File: config.mk
export PLATFORM = sky130hd
export DESIGN_NAME = result_credit_fifo
export DESIGN_NICKNAME = d
export VERILOG_FILES = /design/src/common/intersect_pkg.sv /design/src/hw/credit_buffer/result_credit_fifo.sv
export SDC_FILE = /design/constraint.sdc
export NUM_CORES = 1
export LEC_CHECK = 0
export CAP_MARGIN = 10
export CORE_MARGIN = 2
export CORE_UTILIZATION = 40
export CTS_CLUSTER_SIZE = 8
export DETAILED_ROUTE_END_ITERATION = 16
export DONT_BUFFER_PORTS = 1
export GPL_TIMING_DRIVEN = 0
export HOLD_SLACK_MARGIN = 0.12
export PLACE_DENSITY_LB_ADDON = 0.15
export RECOVER_POWER = 50
export SLEW_MARGIN = 25
export SYNTH_ARGS = -nofsm -noshare
export SYNTH_HDL_FRONTEND = slang
export SYNTH_SLANG_ARGS = --single-unit
File: constraint.sdc
create_clock -name aclk -period 12 [get_ports aclk]
set_input_delay 2.4 -clock aclk [delete_from_list [all_inputs] [get_ports aclk]]
set_output_delay 2.4 -clock aclk [all_outputs]
set_load 0.05 [all_outputs]
File: src/common/intersect_pkg.sv
`default_nettype none

package intersect_pkg;

  // ####################
  // number formats
  // ####################

  typedef logic signed [15:0] coord_t; // Q8.8.

  typedef coord_t [2:0] vec3_t; // x in slot 0.

  typedef logic signed [39:0] acc_t; // Q16.16 with headroom.

  typedef logic signed [79:0] disc_t;

  // object word, read by kind flag.
  typedef union packed {
    struct packed {
      logic [47:0] reserved;
      vec3_t       centre;
    } sph;
    struct packed {
      vec3_t axis;   // unit length.
      vec3_t point;
    } cyl;
  } obj_word_t;

  localparam int FRAC_BITS = 8;

  // ####################
  // radius constants
  // ####################

  localparam int SPHERE_RAD_SQ = 65536; // 1.0 in Q16.16.
  localparam int CYL_RAD_SQ    = 16384; // 0.25 in Q16.16.

  // ####################
  // depths and latency
  // ####################

  localparam int FIFO_DEPTH   = 8;
  localparam int OUT_CREDITS  = 4;
  localparam int PIPE_LATENCY = 4; // stage registers before the FIFO.

  localparam int FIFO_PTR_W = $clog2(FIFO_DEPTH);
  localparam int FIFO_CNT_W = $clog2(FIFO_DEPTH + 1);
  localparam int OUT_CRED_W = $clog2(OUT_CREDITS + 1);

endpackage

`default_nettype wire

File: src/hw/credit_buffer/result_credit_fifo.sv
`default_nettype none

module result_credit_fifo (
  input  wire                      aclk,
  input  wire                      arst_n,
  input  wire                      s4_valid,
  input  wire intersect_pkg::acc_t s4_a,
  input  wire intersect_pkg::acc_t s4_half_b,
  input  wire intersect_pkg::acc_t s4_c,
  input  wire                      s4_hit,
  input  wire                      s4_is_cylinder,
  output logic                     in_credit,
  output logic                     out_valid,
  output intersect_pkg::acc_t      out_a,
  output intersect_pkg::acc_t      out_half_b,
  output intersect_pkg::acc_t      out_c,
  output logic                     out_hit,
  output logic                     out_is_cylinder,
  input  wire                      out_credit
);
  import intersect_pkg::*;

  acc_t a_mem [FIFO_DEPTH];
  acc_t half_b_mem [FIFO_DEPTH];
  acc_t c_mem [FIFO_DEPTH];
  logic hit_mem [FIFO_DEPTH];
  logic cyl_mem [FIFO_DEPTH];

  logic [FIFO_PTR_W-1:0] wr_ptr;
  logic [FIFO_PTR_W-1:0] rd_ptr;
  logic [FIFO_CNT_W-1:0] count;
  logic [FIFO_CNT_W-1:0] in_cred_cnt;
  logic [OUT_CRED_W-1:0] out_cred_cnt;
  logic                  pop;

  // ####################
  // head and credits
  // ####################

  assign pop       = (count != '0) && (out_cred_cnt != '0);
  assign out_valid = pop;

  assign out_a           = a_mem[rd_ptr];
  assign out_half_b      = half_b_mem[rd_ptr];
  assign out_c           = c_mem[rd_ptr];
  assign out_hit         = hit_mem[rd_ptr];
  assign out_is_cylinder = cyl_mem[rd_ptr];

  // one credit per slot, covering items still in the PIPE_LATENCY stages too.
  assign in_credit = (in_cred_cnt != '0);

  // ####################
  // state
  // ####################

  always_ff @(posedge aclk or negedge arst_n) begin
    if (!arst_n) begin
      wr_ptr       <= '0;
      rd_ptr       <= '0;
      count        <= '0;
      in_cred_cnt  <= FIFO_CNT_W'(FIFO_DEPTH);
      out_cred_cnt <= OUT_CRED_W'(OUT_CREDITS);
    end else begin
      if (s4_valid) begin
        wr_ptr <= wr_ptr + 1'b1; // wraps, depth is a power of two.
      end
      if (pop) begin
        rd_ptr <= rd_ptr + 1'b1;
      end
      count        <= count + FIFO_CNT_W'(s4_valid) - FIFO_CNT_W'(pop);
      in_cred_cnt  <= in_cred_cnt + FIFO_CNT_W'(pop) - FIFO_CNT_W'(in_credit);
      out_cred_cnt <= out_cred_cnt + OUT_CRED_W'(out_credit) - OUT_CRED_W'(pop);
    end
  end

  always_ff @(posedge aclk) begin
    if (s4_valid) begin
      a_mem[wr_ptr]      <= s4_a;
      half_b_mem[wr_ptr] <= s4_half_b;
      c_mem[wr_ptr]      <= s4_c;
      hit_mem[wr_ptr]    <= s4_hit;
      cyl_mem[wr_ptr]    <= s4_is_cylinder;
    end
  end

endmodule

`default_nettype wire

**After elaboration in Yosys (flattened, before gate mapping)**

Memory sizes are Yosys's and may differ from the RTL's.
Index checks and enable logic that the tools add are counted.

- Bits in registers: 17
- Memory bits (writable): 976
- Output and inout bits: 124
- Word-level logic and storage cells: 24
- Memories kept: 5

- Add/subtract/negate cells: 8
- Muxes and demuxes: 2
- Reductions and logical operators: 4

Memory list:

| memory | depth | bits a word | rd ports | clocked after memory_dff | wr ports | line | RTL |
|---|---|---|---|---|---|---|---|
| a_mem | 8 | 40 | 1 | 0 | 1 | result_credit_fifo.sv:23 | `acc_t a_mem [FIFO_DEPTH];` |
| c_mem | 8 | 40 | 1 | 0 | 1 | result_credit_fifo.sv:25 | `acc_t c_mem [FIFO_DEPTH];` |
| half_b_mem | 8 | 40 | 1 | 0 | 1 | result_credit_fifo.sv:24 | `acc_t half_b_mem [FIFO_DEPTH];` |
| cyl_mem | 8 | 1 | 1 | 0 | 1 | result_credit_fifo.sv:27 | `logic cyl_mem [FIFO_DEPTH];` |
| hit_mem | 8 | 1 | 1 | 0 | 1 | result_credit_fifo.sv:26 | `logic hit_mem [FIFO_DEPTH];` |

Operators by type and width:

| kind | count |
|---|---|
| $add A4 B1 Y4 | 2 |
| $reduce_bool A4 Y1 | 2 |
| $sub A4 B1 Y4 | 2 |
| $add A3 B1 Y3 const B | 2 |
| $add A3 B1 Y3 | 1 |
| $reduce_bool A3 Y1 | 1 |
| $sub A3 B1 Y3 | 1 |
| $mux W1 | 2 |
| $logic_and A1 B1 Y1 | 1 |

**Longest topological paths before layout**

- Depth after elaboration: 4
- Depth in mapped cells: 10
- Mapped depth without buffers: 10

**Worst setup path after synthesis**

No wires, ideal clock.

- Path kind: input port to flip-flop
- Start point: input s4_valid
- End point: memory a_mem[0][0] (netlist name), enable pin
- Library setup time: 0.752 ns
- Arrival time: 10.732 ns
- Required time: 11.248 ns
- Setup slack: 0.516 ns
- Stages: 2
- Path buffers: 0
- Cell sequence: nand2b_1 > nor3_1

- Word-level cells in the longest chain between the ends: 2

Ends and longest elaborated chain:

| element | line | RTL |
|---|---|---|
| from (decl) | result_credit_fifo.sv:6 | `input wire s4_valid,` |
| $mux W1 | result_credit_fifo.sv:77 | `if (s4_valid) begin` |
| $mux W1 (not written as such) | result_credit_fifo.sv:78 | `a_mem[wr_ptr] <= s4_a;` |
| to (decl) | result_credit_fifo.sv:23 |  |

No other way between the ends.

**Worst setup path in the final report**

- Start point: register rd_ptr[1]
- End point: output out_a[24]

- Word-level cells in the longest chain between the ends: 1

Ends and longest elaborated chain:

| element | line | RTL |
|---|---|---|
| from (decl) | result_credit_fifo.sv:30 | `logic [FIFO_PTR_W-1:0] rd_ptr;` |
| from (signal assigned) | result_credit_fifo.sv:68 | `rd_ptr <= rd_ptr + 1'b1;` |
| $mem_v2 Z8 W40 | n/a |  |
| to (decl) | result_credit_fifo.sv:14 | `output intersect_pkg::acc_t out_a,` |

No other way between the ends.

==> run metrics <==
Final Critical Period=6.15 ns; fin crit share=0.512; hold crit path type=flip-flop to flip-flop; grt total ovfl=0; vias in the first global route=17,800; clock skew=0.0181 ns; WL/cell=27.7 um; CP required=9.60 ns; Yosys reg bits=993; hold_buf cts=0; CTS clock-pin slew for the worst setup and hold paths=0.05 ns; Remaining DRCs=0; pin count of the biggest net entering global routing=19; count of pins over their slew limit=0; Setup crit end kind=output pin; synthesized area per cell=25.1 um2; Global Route Usage Sum=0.178; Bufs on Longest Clock Path=3; cell count after synthesis=1,494; Setup crit start kind=flip-flop; detailed-placement wirelength estimate=54.2 mm; GPL Wtd Cong=0.673; RSZ-0062 raised after global routing=false; FMAX=163 MHz; worst rel slew slack=0.0820; Port Buffer Count=0; max cap viols=0; drt initial violations=1,248; crit path buf inv count=3; top post-synthesis cells by area=edfxtp_1 78%, mux4_2 15%, mux2_2 3.7%; Post-synth EDFFs=976; drt first pass iters=5; clock sinks=993; final setup vio count=0; PwrDens=280 nW/um2; Synth top cells by count=976 x edfxtp_1, 244 x mux4_2, 124 x mux2_2; Crit path max-delay family=buffers and inverters; hold path depth=1; Mapped Area=37,500 um2; Avg Vias per Cell=5.35; leading area contributor after synthesis=edfxtp_1; global-route wire length before repair=121 mm; Netlist cell types=24; Synth top area share=0.782; nets=1,877; count leader, synth=edfxtp_1; # resized after CTS=0; design area=44,500 um2; Non-Filler Instances=3,020; Die Wd=310 um; Rows=112; Area Overhead vs Synth=18.9%; worst-margin pin slew=1.38 ns; I/O pin total=250; Post-synth top flop=edfxtp_1; placed cell count=2,846; worst skew pair latency=0.72 ns; Yosys warning count=0; Leak=14.2 nW; initial antenna violation count=0; Critical Path AT=3.75 ns; Post-DP Area=40,800 um2; chip height=310 um; Final Hold Viols=0; CTS tree=done; crit-path cells=buf_2 > buf_2 > clkbuf_1 > mux4_2 > mux2_2; Final Hold Slack=0.537 ns; peak supply drop=0.157 mV; CTS Buf Count=142; root buffer cell=clkbuf_16; R2R cell count=8; fin util=0.479; crit-path max FO=11; critical path class=flip-flop to output pin; core box area=93,000 um2; Seq/Total Area, Yosys=0.794; Post-synth ARST share=0.0171; share of cells above drive strength 1=0.374; CP peak stage delay=0.78 ns; Routed WL=83.6 mm; Tot Pwr=12.5 mW; htree depth=4; cell mode on critical path=buf_2; stages on the worst setup path=5; vias post-DR=16,100; Syn Nets=1,635; status=completed; die area=96,100 um2; initial core utilization=0.403; Final ANT Viol Nets=0; slowest stage cell, crit path=clkbuf_1; Post-CTS Setup Inserts=0
-- cells in the final DEF, fill, tap and decap left out, types with 15 or more instances in the layout --
cell       netlist  routed
edfxtp_1       976     976
mux2_2         124     124
buf_12           0      17
clkbuf_1        21      40
mux4_2         244     244
buf_4            0      36
buf_2           29      27
buf_6            6      15
dfrtp_1         15      15
clkbuf_16        0     145
buf_16           0      32
-- flip-flops by register name (all words and copies together) (netlist names) --
name and cells:
a_mem 320, c_mem 320, count 4, cyl_mem 8, half_b_mem 320, hit_mem 8
in_cred_cnt 4, out_cred_cnt 3, rd_ptr 3, wr_ptr 3
-- worst paths after layout --
path	start	end	slack [ns]
hold reg to reg	out_cred_cnt[1]$_DFF_PN0_	out_cred_cnt[2]$_DFF_PN1_	0.54
hold / removal	out_cred_cnt[1]$_DFF_PN0_	out_cred_cnt[2]$_DFF_PN1_	0.54
max in group asynchronous	arst_n	out_cred_cnt[2]$_DFF_PN1_	10.46
setup reg to reg	wr_ptr[1]$_DFFE_PN0P_	half_b_mem[5][17]$_DFFE_PP_	8.66
min in group asynchronous	arst_n	count[2]$_DFF_PN0_	1.37
setup / recovery	rd_ptr[1]$_DFFE_PN0P_	out_a[24]	5.85
-- per-stage QoR --
stage / setup WS, ns / setup TNS (ns)
floorplan: 0.516 / 0
global placement: -9.61 / -4139.18
detailed placement: 6.45 / 0
CTS: 5.67 / 0
global route: 5.66 / 0
finish: 5.85 / 0
-- final cells by class --
type                    count  area, um2
fillers                  7580      48500
flip-flops and latches    993      29700
multi-input cells         420       7360
clock buffers             159       3680
repair buffers             98       1610
well taps                1254       1570
plain buffers              68        335
clock inverters            13        194
inverters                  13       48.8
diodes                      2       5.00
-- per-layer routing --
| layer | wire [um] | share of wire | up-vias | track usage |
|---|---|---|---|---|
| li1 | - | - | 6862 | - |
| met1 | 34200 | 0.41 | 8764 | 0.223 |
| met2 | 41400 | 0.50 | 390 | 0.291 |
| met3 | 6380 | 0.076 | 126 | 0.0627 |
| met4 | 1650 | 0.020 | 0 | 0.0529 |
| met5 | 0 | 0 | - | 0 |
-- kinds of logic after synthesis --
group,Yosys count,share of synthesized area
buffers and inverters,81,0.0103
muxes,370,0.185
xor gates and xnor gates,10,0.00234
DFF,993,0.794
AOI/OAI and AO/OA,4,0.000668
adders and majority gates,15,0.00561
and+or+nand+nor,21,0.00271
-- where the power goes --
group / switching [mW] / internal [mW]
clock: 1.36 / 2.16
combinational: 2.96 / 1.51
sequential: 0.101 / 4.37
Note: power is estimated with default switching activity, not from simulation.
