--- src/common/intersect_pkg.sv ---
`default_nettype none

package intersect_pkg;

  // ####################
  // number formats
  // ####################

  typedef logic signed [15:0] coord_t; // Q8.8.

  typedef coord_t [2:0] vec3_t; // x in slot 0.

  typedef logic signed [39:0] acc_t; // Q16.16 with headroom.

  typedef logic signed [79:0] disc_t;

  // object word, read by kind flag.
  typedef union packed {
    struct packed {
      logic [47:0] reserved;
      vec3_t       centre;
    } sph;
    struct packed {
      vec3_t axis;   // unit length.
      vec3_t point;
    } cyl;
  } obj_word_t;

  localparam int FRAC_BITS = 8;

  // ####################
  // radius constants
  // ####################

  localparam int SPHERE_RAD_SQ = 65536; // 1.0 in Q16.16.
  localparam int CYL_RAD_SQ    = 16384; // 0.25 in Q16.16.

  // ####################
  // depths and latency
  // ####################

  localparam int FIFO_DEPTH   = 8;
  localparam int OUT_CREDITS  = 4;
  localparam int PIPE_LATENCY = 4; // stage registers before the FIFO.

  localparam int FIFO_PTR_W = $clog2(FIFO_DEPTH);
  localparam int FIFO_CNT_W = $clog2(FIFO_DEPTH + 1);
  localparam int OUT_CRED_W = $clog2(OUT_CREDITS + 1);

endpackage

`default_nettype wire

--- src/hw/ray_obj_decode.sv ---
`default_nettype none

module ray_obj_decode (
  input  wire                       aclk,
  input  wire                       arst_n,
  input  wire                       in_valid,
  input  wire intersect_pkg::vec3_t ray_origin,
  input  wire intersect_pkg::vec3_t ray_dir,
  input  wire intersect_pkg::obj_word_t obj_word,
  input  wire                       is_cylinder,
  output logic                      s1_valid,
  output intersect_pkg::vec3_t      s1_oc,
  output intersect_pkg::vec3_t      s1_dir,
  output intersect_pkg::vec3_t      s1_axis,
  output logic                      s1_is_cylinder
);
  import intersect_pkg::*;

  vec3_t base;
  vec3_t axis;

  // sphere has no axis.
  always_comb begin
    if (is_cylinder) begin
      base = obj_word.cyl.point;
      axis = obj_word.cyl.axis;
    end else begin
      base = obj_word.sph.centre;
      axis = '0;
    end
  end

  always_ff @(posedge aclk or negedge arst_n) begin
    if (!arst_n) begin
      s1_valid <= 1'b0;
    end else begin
      s1_valid <= in_valid;
    end
  end

  always_ff @(posedge aclk) begin
    for (int i = 0; i < 3; i++) begin
      s1_oc[i] <= ray_origin[i] - base[i]; // origin minus centre.
    end
    s1_dir         <= ray_dir;
    s1_axis        <= axis;
    s1_is_cylinder <= is_cylinder;
  end

endmodule

`default_nettype wire

--- config.mk ---
export PLATFORM = sky130hd
export DESIGN_NAME = ray_obj_decode
export DESIGN_NICKNAME = d
export VERILOG_FILES = /design/src/common/intersect_pkg.sv /design/src/hw/ray_obj_decode.sv
export SDC_FILE = /design/constraint.sdc
export NUM_CORES = 1
export LEC_CHECK = 0
export BUFFER_PORTS_ARGS = -buffer_cell sky130_fd_sc_hd__buf_2
export CAP_MARGIN = 15
export CELL_PAD_IN_SITES_DETAIL_PLACEMENT = 1
export CELL_PAD_IN_SITES_GLOBAL_PLACEMENT = 2
export CORE_MARGIN = 8
export CORE_UTILIZATION = 26
export CTS_CLUSTER_SIZE = 16
export DETAILED_ROUTE_END_ITERATION = 8
export GPL_ROUTABILITY_DRIVEN = 0
export PLACE_DENSITY = 0.88
export SLEW_MARGIN = 20
export SYNTH_ARGS = -nofsm -noshare
export SYNTH_HDL_FRONTEND = slang
export SYNTH_SLANG_ARGS = --single-unit
--- constraint.sdc ---
create_clock -name aclk -period 0.8 [get_ports aclk]
set_clock_uncertainty 0.05 [all_clocks]
set_input_delay 0.04 -clock aclk [delete_from_list [all_inputs] [get_ports aclk]]
set_output_delay 0.04 -clock aclk [all_outputs]
set_load 0.05 [all_outputs]
Word level (Yosys, flattened, before mapping)
Index checks and enable logic that the tools add are counted.

Flip-flop bits (word level): 146. Output and inout port bits: 146. Word-level logic and storage cells: 14.

Add/sub/neg operators: 3.

Operator list (count): subtractor 16 bit (3).

Longest topological paths before layout
Gate-level depths: netlist of the first run.

Depth after elaboration: 1. Gate-level depth with buffers: 9. Depth with buffers taken out: 9.

Least setup slack after synthesis of the first run
Ideal clock, no wire load.

Path type: in2reg. Start: in ray_origin[16] (netlist bit). End: reg s1_oc[28] (netlist bit). Setup time: 0.127 ns. Arrival: 1.646 ns. Data required time: 0.623 ns. Setup slack: -1.023 ns. Stages on the path: 9. Path buffers: 0. Cells stage by stage: inv_1 ha_1 fa_1 nor2b_1 o21bai_1 a21oi_2 a221oi_2 o21ai_0 or3b_1.

Word-level cells in the longest chain between the ends: 1.

Ends and longest elaborated chain: from (decl) (line ray_obj_decode.sv:7) `input wire intersect_pkg::vec3_t ray_origin,`; subtractor 16 bit (line ray_obj_decode.sv:43) `s1_oc[i] <= ray_origin[i] - base[i];`; to (signal, indexed assignment) (line ray_obj_decode.sv:43); to (decl) (line ray_obj_decode.sv:12) `output intersect_pkg::vec3_t s1_oc,`.

No other way between the ends. A chain may end at the register's enable or synchronous reset.

Worst setup path in the final report of the first run
Start: in ray_origin[32] (netlist bit). End: reg s1_oc[44] (netlist bit).

The elaborated chain is that of the path after synthesis.

==> results of run 1 <==
==> area by class of cell <==
type	instances	area (um^2)	share of cell area, %
clock inverter	13	144	1.09
sequential	146	3110	23.5
multi-input combinational	323	3350	25.4
clock buffer	19	453	3.43
timing repair buffer	578	5470	41.4
tap	275	344	2.61
inverter	59	319	2.42
antenna	4	10.0	0.0758
==> layout by cell type (no fill, tap or decap), types with 13 or more instances in the layout <==
master	instances
a21o_1	13
and2_1	49
buf_2	180
buf_4	101
buf_6	40
buf_8	147
clkbuf_16	17
dfxtp_2	144
dlygate4sd3_1	105
ha_1	14
ha_4	28
inv_1	43
nand2_1	17
nor2_1	14
xnor2_1	14
xor2_1	14
==> where the power goes <==
| group | internal, uW | switching, uW | total (uW) |
|---|---|---|---|
| clock network | 4580 | 3740 | 8320 |
| logic | 4980 | 5810 | 10800 |
| registers | 8230 | 598 | 8830 |
| total | 17800 | 10200 | 27900 |
==> cell families (layout without fill, tap and decap cells) <==
family | after synthesis | in the layout | synth area share, %
DFF | 146 | 146 | 52.6
xor gates and xnor gates | 37 | 37 | 5.82
adders and majority gates | 48 | 48 | 11.2
and+or+nand+nor | 136 | 136 | 13.4
buffers and inverters | 69 | 669 | 4.65
other | 0 | 4 | 0
AOI/OAI and AO/OA | 102 | 102 | 12.4
==> sequential cells by signal (all words and copies together), names as in the netlist <==
register        count
s1_axis            48
s1_dir             48
s1_oc              48
s1_is_cylinder      1
s1_valid            1
==> how the worst min path moves through the flow <==
stage / from / end / depth (start not counted)
2_1_floorplan: arst_n / s1_valid$_DFF_PN0_ / 0
3_3_place_gp: arst_n / s1_valid$_DFF_PN0_ / 1
3_5_place_dp: arst_n / s1_valid$_DFF_PN0_ / 1
4_1_cts: ray_origin[40] / s1_oc[40]$_DFF_P_ / 3
5_1_grt: ray_origin[40] / s1_oc[40]$_DFF_P_ / 3
6_report: ray_origin[40] / s1_oc[40]$_DFF_P_ / 3
==> per-layer routing <==
layer  wire (um)  global-route usage (%)  vias to the layer above  share of wire (%)
li1            -                       -                     2992                  -
met1       11700                    20.8                     3272                 33
met2       19800                    45.1                      320                 56
met3        2810                    8.92                       76                7.9
met4        1220                    9.89                        0                3.4
met5           0                       0                        -                  0
==> stage by stage <==
stage,TNS [ns],util (%)
after CTS,-43.74,60.1
after global placement,-33.54,42.7
final,-47.27,62.8
after global routing,-52.67,62.8
after detailed placement,-34.77,42.7
after floorplan,-18.47,-
==> worst max-delay path, cell delays in order <==
cell	delay, ns
buf_8	0.09
inv_12	0.03
ha_4	0.15
fa_2	0.39
nor2b_4	0.15
o2111a_2	0.26
buf_6	0.12
o21ai_4	0.05
nand3b_1	0.10
o211ai_1	0.13
xnor2_1	0.30
==> what timing repair did <==
action | in CTS | in global routing
endpoints found under the setup margin | 183 | 210
resized for setup | 653 | 98
pin swaps | 56 | 44
setup buffers | 17 | 19
cloned | 0 | 0
hold buffers | 105 | 1
endpoints found under the hold margin | 115 | 6
==> reports/metrics.csv, run 1 <==
stage,metric,value,unit
critical_path,CP startpoint kind,input port,
cts,Clock Path Buffers,2,
layout,"Net count, final",1369,
layout,area delta synth->final,137,%
run_status,failing checks,"hold timing, setup timing",
drt,1st-pass router iterations,5,
power_and_ir_drop,post-layout total power,27900,uW
yosys,synthesized cell area,0.00557,mm^2
placed_design,dpl hpwl,18400,um
drt,WL per Instance,25.1,um
yosys,largest area contributor in the netlist,dfxtp_1,
drt,Avg Vias per Cell,4.70,
layout,fillcell total,2100,
yosys,syn avg cell area,10.4,um^2
yosys,Post-synth EDFFs,0,
power_and_ir_drop,Leakage,0.00610,uW
critical_path,CP required,1.06,ns
yosys,ys flop type,dfxtp_1,
drt,First DRT Iteration DRCs,216,
floorplan,Top Ports,342,
grt,largest net degree at the start of global routing,27,
layout,layout cells sized above 1,69.3,%
yosys,synth top area cells,"dfxtp_1 (52%), ha_1 (10%), and2_1 (5.6%)",
floorplan,standard-cell rows,53,
floorplan,Die Area,0.0264,mm^2
drt,Routed Antenna Nets,0,
yosys,sequential cell area fraction in the yosys report,52.6,%
sta,f_max,637,MHz
yosys,leading cell types by count after synthesis,"dfxtp_1 (145), inv_1 (59), and2_1 (50)",
floorplan,Die Span Y,162,um
layout,post-route insts no fill,1417,
critical_path,critical path class,in -> reg,
run_status,outcome,finished with violations,
yosys,Netlist cell types,55,
yosys,post-synthesis register bit count,146,
sta,Final Hold Viols,4,
power_and_ir_drop,Power Dens Cells,2120,mW/mm^2
grt,grt total ovfl,0,
placed_design,"worst slack, placed",-1.18,ns
yosys,Post-synth ARST share,0.685,%
yosys,post-synth top area share,52.1,%
floorplan,core box area,0.0210,mm^2
placed_design,Post-DP Area,0.00898,mm^2
yosys,synth warn,0,
critical_path,critical path peak fanout,2,
placed_design,PortBufs,341,
critical_path,"Data arrival, critical path",1.83,ns
floorplan,Initial Util,26.5,%
grt,global-route wire length before repair,46200,um
yosys,top-count cell post-synth,dfxtp_1,
cts,total CTS buffers,17,
sta,Tmin final,1.57,ns
drt,WL final,35600,um
placed_design,placed cells,1256,
critical_path,crit path to,s1_oc[44]$_DFF_P_,
job,max cap viols,0,
cts,CTS tree,built,
yosys,Post-Synthesis Cells,538,
sta,slack of the critical path,-0.771,ns
cts,Clock Root Buffer,clkbuf_16,
drt,# DRC,0,
cts,Worst-path clk slew,0.07,ns
critical_path,crit path from,ray_origin[32],
critical_path,crit path capture type,register,
sta,"Slew Viols, Final",0,
sta,Worst Tran Pin Value,0.549,ns
yosys,syn_nets,782,
grt,antenna violations before repair,4,
min_path,Hold Crit Class,in -> reg,
cts,sinks on the clock net,146,
sta,Final period util,196,%
grt,Tot GR Track Use,23.2,%
sta,setup repair after global routing missed its margin,yes,
drt,vias,6660,
sta,WHS,-0.102,ns
cts,CTS H-Tree Depth,4,
power_and_ir_drop,VDD IR-drop max,1380,uV
floorplan,Die Width,162,um
sta,Final setup viols,209,
sta,Worst slew margin,63.1,%
layout,post-route cell area,0.0132,mm^2
grt,vias in the first global route,7772,
No activity file was read; power rests on OpenSTA's default activity.
==> run 2: changes to the inputs <==
--- a/config.mk
+++ b/config.mk
@@ -15,6 +15,7 @@
 export DETAILED_ROUTE_END_ITERATION = 8
 export GPL_ROUTABILITY_DRIVEN = 0
 export PLACE_DENSITY = 0.88
+export SKIP_CTS_REPAIR_TIMING = 1
 export SLEW_MARGIN = 20
 export SYNTH_ARGS = -nofsm -noshare
 export SYNTH_HDL_FRONTEND = slang
==> run 2 against run 1 <==
  * The run still ends with hold timing, setup timing left
  * Fmax grew 5.2%
  * Clock power down 1%
  * Via count decreased by 3.9%
  * Critical path type unchanged
  * Critical endpoint is now s1_oc[14]$_DFF_P_
  * Highest routed layer is now met5
==> reports/metrics.csv, run 2 (same netlist as run 1, synthesis figures left out) <==
stage,metric,value,unit
run_status,outcome,finished with violations,
run_status,failing checks,"hold timing, setup timing",
floorplan,Initial Util,26.5,%
critical_path,critical path peak fanout,3,
drt,# DRC,0,
floorplan,core box area,0.0210,mm^2
drt,First DRT Iteration DRCs,152,
sta,Final setup viols,208,
min_path,Hold Crit Start,ray_origin[40],
sta,final setup TNS,-43.01,ns
sta,WHS,-0.109,ns
floorplan,Die Area,0.0264,mm^2
layout,most frequent cells in the layout,"buf_2 (181), dfxtp_2 (144), buf_8 (132)",
cts,CTS tree,built,
grt,vias in the first global route,6357,
sta,Final Hold Viols,6,
drt,vias,6398,
min_path,Hold Crit Endpoint,s1_oc[40]$_DFF_P_,
drt,Avg Vias per Cell,4.57,
sta,setup repair after global routing missed its margin,yes,
grt,global-route wire length before repair,32800,um
cts,Worst-path clk slew,0.07,ns
drt,1st-pass router iterations,4,
floorplan,Die Width,162,um
floorplan,standard-cell rows,53,
critical_path,critical path class,in -> reg,
power_and_ir_drop,Power Dens Cells,2120,mW/mm^2
power_and_ir_drop,VDD IR-drop max,1290,uV
layout,area delta synth->final,128,%
sta,f_max,670,MHz
job,max cap viols,0,
min_path,Hold Path Depth,3,
floorplan,Top Ports,342,
placed_design,PortBufs,341,
critical_path,worst path bufs/invs,4,
grt,grt total ovfl,0,
layout,biggest registers after layout,"s1_axis: 48 flops, s1_dir: 48 flops, s1_oc: 48 flops",
placed_design,"worst slack, placed",-1.18,ns
layout,layout cells sized above 1,66.8,%
sta,Worst Tran Pin Value,0.535,ns
critical_path,"Data arrival, critical path",1.77,ns
grt,antenna violations before repair,3,
critical_path,slowest cell on the critical path,o31a_1,
layout,"Net count, final",1353,
floorplan,Die Span Y,162,um
drt,WL final,30600,um
critical_path,CP startpoint kind,input port,
drt,Routed Antenna Nets,0,
critical_path,crit path from,ray_origin[0],
grt,Tot GR Track Use,15.9,%
power_and_ir_drop,post-layout total power,27000,uW
cts,sinks on the clock net,146,
power_and_ir_drop,Leakage,0.00593,uW
drt,WL per Instance,21.9,um
layout,Util after Layout,60.5,%
grt,largest net degree at the start of global routing,27,
critical_path,CP cell instances,buf_8 > inv_12 > ha_4 > fa_2 > nor2b_4 > o31a_1 > buf_4 > buf_6 > o311ai_4 > o21ai_2 > a21oi_2 > xnor2_1,
cts,Clock Path Buffers,2,
critical_path,crit path capture type,register,
cts,CTS H-Tree Depth,4,
critical_path,CP required,1.08,ns
min_path,Hold Crit Class,in -> reg,
critical_path,critical path's largest stage delay,0.26,ns
critical_path,Top Family by Delay on Critical Path,compound AO/OA/AOI/OAI gates,
placed_design,dpl hpwl,18400,um
sta,Final period util,187,%
sta,Worst slew margin,64.1,%
cts,total CTS buffers,17,
sta,slack of the critical path,-0.693,ns
sta,Tmin final,1.49,ns
cts,Clock Root Buffer,clkbuf_16,
layout,"commonest non-fill, non-tap cell in the layout",buf_2,
sta,"Slew Viols, Final",0,
## run 2: changes by cell type in the layout (fill, tap and decap cells not counted), moves of 3 or more
cell / before / now
xnor2_2: 7 / 3
ha_1: 14 / 17
xnor2_1: 14 / 18
ha_2: 3 / 0
inv_1: 43 / 46
buf_8: 147 / 132
buf_4: 101 / 104
o21ai_4: 6 / 3
inv_2: 6 / 2
o21ai_1: 2 / 5
nor2_1: 14 / 17
## run 2: through the flow
step / area [um^2] / hold WS, ns / instances
finish: 12700 / -0.109 / 1399
CTS: 9570 / -0.691 / 1288
global route: 12700 / -0.102 / 1398
global placement: 8980 / -0.234 / 1256
detailed placement: 8980 / -0.232 / 1256
floorplan: 6130 / -0.306 / 538
## run 2: layout make-up
class | count | area [um^2]
Antenna cell | 2 | 5.00
Clock buffer | 19 | 453
Clock inverter | 13 | 144
Fill cell | 2117 | 8300
Inverter | 59 | 327
Multi-Input combinational cell | 323 | 3150
Sequential cell | 146 | 3110
Tap cell | 275 | 344
Timing Repair Buffer | 562 | 5200
## run 2: layer usage
metal | GRT usage [%] | share of wire [%] | vias up
met5 | 0 | 0.075 | -
met4 | 4.76 | 2.1 | 4
met3 | 7.94 | 8.4 | 43
met2 | 29.7 | 56 | 281
met1 | 15.0 | 34 | 3120
li1 | - | - | 2950
## run 2: how the worst max path moves through the flow
stage                     cells past startpoint                end  slack, ns
final                                        12  s1_oc[14]$_DFF_P_      -0.69
after global routing                         12  s1_oc[14]$_DFF_P_      -0.73
after CTS                                    10  s1_oc[28]$_DFF_P_      -0.74
after detailed placement                     10  s1_oc[12]$_DFF_P_      -1.18
after global placement                       10  s1_oc[28]$_DFF_P_      -1.13
after floorplan                               9  s1_oc[28]$_DFF_P_      -0.94
## run 2: where the power goes
group,switching [uW],leakage [uW],internal (uW)
clock,3650,0.000289,4580
combinational,5390,0.00440,4610
sequential,547,0.00124,8220
total,9600,0.00593,17400
==> run 3: changes to the inputs <==
--- a/config.mk
+++ b/config.mk
@@ -11,9 +11,9 @@
 export CELL_PAD_IN_SITES_GLOBAL_PLACEMENT = 2
 export CORE_MARGIN = 8
 export CORE_UTILIZATION = 26
-export CTS_CLUSTER_SIZE = 16
 export DETAILED_ROUTE_END_ITERATION = 8
 export GPL_ROUTABILITY_DRIVEN = 0
+export HOLD_SLACK_MARGIN = 0.06
 export PLACE_DENSITY = 0.88
 export SKIP_CTS_REPAIR_TIMING = 1
 export SLEW_MARGIN = 20
==> run 3 against run 2 <==
  * The run still ends with hold timing, setup timing left
  * Utilization unchanged
  * Sequential cell count unchanged
  * Fmax about the same
  * Non-clock buffer count unchanged
  * Wire length about the same
  * Sequential share of layout area unchanged
  * Via count increased by 0.25%
  * Worst hold slack about the same
==> reports/metrics.csv, run 3 (same netlist as run 1, synthesis figures left out) <==
stage,metric,value,unit
run_status,outcome,finished with violations,
run_status,failing checks,"hold timing, setup timing",
drt,vias,6414,
critical_path,CP required,1.08,ns
drt,1st-pass router iterations,4,
grt,vias in the first global route,6357,
floorplan,standard-cell rows,53,
placed_design,PortBufs,341,
cts,Worst-path clk slew,0.07,ns
power_and_ir_drop,Flop pwr share,32.5,%
grt,antenna violations before repair,3,
cts,sinks on the clock net,146,
cts,Clock Root Buffer,clkbuf_16,
sta,f_max,670,MHz
power_and_ir_drop,Leakage,0.00593,uW
layout,biggest registers after layout,"s1_axis: 48 flops, s1_dir: 48 flops, s1_oc: 48 flops",
floorplan,Initial Util,26.5,%
cts,CTS H-Tree Depth,4,
sta,WHS,-0.109,ns
power_and_ir_drop,Comb power frac,37.0,%
placed_design,dpl hpwl,18400,um
grt,largest net degree at the start of global routing,27,
drt,WL final,30600,um
critical_path,critical path peak fanout,3,
drt,Avg Vias per Cell,4.58,
layout,area delta synth->final,128,%
power_and_ir_drop,Clock power frac,30.5,%
sta,setup repair after global routing missed its margin,yes,
sta,Final Hold Viols,6,
floorplan,core box area,0.0210,mm^2
layout,layout cells sized above 1,66.8,%
sta,Final period util,186,%
critical_path,"Data arrival, critical path",1.77,ns
sta,slack of the critical path,-0.692,ns
critical_path,slowest cell on the critical path,o31a_1,
job,max cap viols,0,
drt,# DRC,0,
drt,First DRT Iteration DRCs,132,
critical_path,CP cell instances,buf_8 > inv_12 > ha_4 > fa_2 > nor2b_4 > o31a_1 > buf_4 > buf_6 > o311ai_4 > o21ai_2 > a21oi_2 > xnor2_1,
layout,"Net count, final",1353,
layout,"commonest non-fill, non-tap cell in the layout",buf_2,
power_and_ir_drop,P_sw,9590,uW
grt,Tot GR Track Use,15.9,%
cts,total CTS buffers,17,
sta,"Slew Viols, Final",0,
drt,WL per Instance,21.9,um
drt,Routed Antenna Nets,0,
layout,most frequent cells in the layout,"buf_2 (181), dfxtp_2 (144), buf_8 (132)",
sta,final setup TNS,-45.50,ns
grt,grt total ovfl,0,
power_and_ir_drop,Internal,17400,uW
sta,Worst Tran Pin Value,0.535,ns
critical_path,critical path class,in -> reg,
sta,Worst slew margin,64.1,%
power_and_ir_drop,sw frac,35.5,%
floorplan,Die Span Y,162,um
cts,CTS tree,built,
grt,global-route wire length before repair,32800,um
placed_design,"worst slack, placed",-1.18,ns
floorplan,Top Ports,342,
power_and_ir_drop,VDD IR-drop max,1290,uV
critical_path,CP startpoint kind,input port,
floorplan,Die Width,162,um
power_and_ir_drop,post-layout total power,27000,uW
sta,Tmin final,1.49,ns
cts,Clock Path Buffers,2,
power_and_ir_drop,Power Dens Cells,2120,mW/mm^2
min_path,Hold Crit Class,in -> reg,
sta,Final setup viols,230,
floorplan,Die Area,0.0264,mm^2
critical_path,critical path's largest stage delay,0.26,ns
critical_path,crit path capture type,register,
run 3: cell counts in the layout (fill, tap and decap cells not counted):
No cell type changed its count.
run 3: worst max-delay path, delay by kind of cell:
kind | cells | cell delay (ns)
buffers and inverters | 4 | 0.41
XOR/XNOR | 1 | 0.14
AND/OR/NAND/NOR | 1 | 0.05
AO/OA/AOI/OAI | 4 | 0.78
adder cells (fa/ha/maj) | 2 | 0.35
run 3: area by class of cell:
class,count,area [um^2]
timing repair buffer,562,5200
sequential,146,3110
clock buffer,19,453
fill,2117,8300
clock inverter,13,144
inverter,59,327
multi-input combinational,323,3150
antenna,2,5.00
tap,275,344
run 3: path summary, 6_finish.rpt:
check                      depth (start not counted)            from                  to  slack (ns)
setup / recovery                                  12   ray_origin[0]   s1_oc[14]$_DFF_P_       -0.69
hold / removal                                     3  ray_origin[40]   s1_oc[40]$_DFF_P_       -0.11
max in group asynchronous                          3          arst_n  s1_valid$_DFF_PN0_        0.17
min in group asynchronous                          3          arst_n  s1_valid$_DFF_PN0_        0.42
run 3: layer usage:
metal  wire length (um)  up-vias  global-route usage [%]
met5                 23        -                       0
met4                655        4                    4.76
met3               2600       43                    7.94
met2              17000      278                    29.7
met1              10300     3138                    15.0
li1                   -     2951                       -
run 3: power groups by stage:
stage | Clock (uW) | Combinational [uW] | Sequential, uW
floorplan | 0 | 1940 | 11200
global placement | 0 | 7170 | 8390
detailed placement | 0 | 7320 | 8410
CTS | 8350 | 7360 | 8240
global route | 8650 | 10400 | 8830
finish | 8230 | 10000 | 8770
run 3: per-stage QoR:
stage	cell area, um^2	cells	hold slack (ns)	utilization (%)
2_1_floorplan	6130	538	-0.306	-
3_3_place_gp	8980	1256	-0.234	42.7
3_5_place_dp	8980	1256	-0.232	42.7
4_1_cts	9570	1288	-0.691	45.5
5_1_grt	12700	1398	-0.102	60.5
6_report	12700	1399	-0.109	60.5
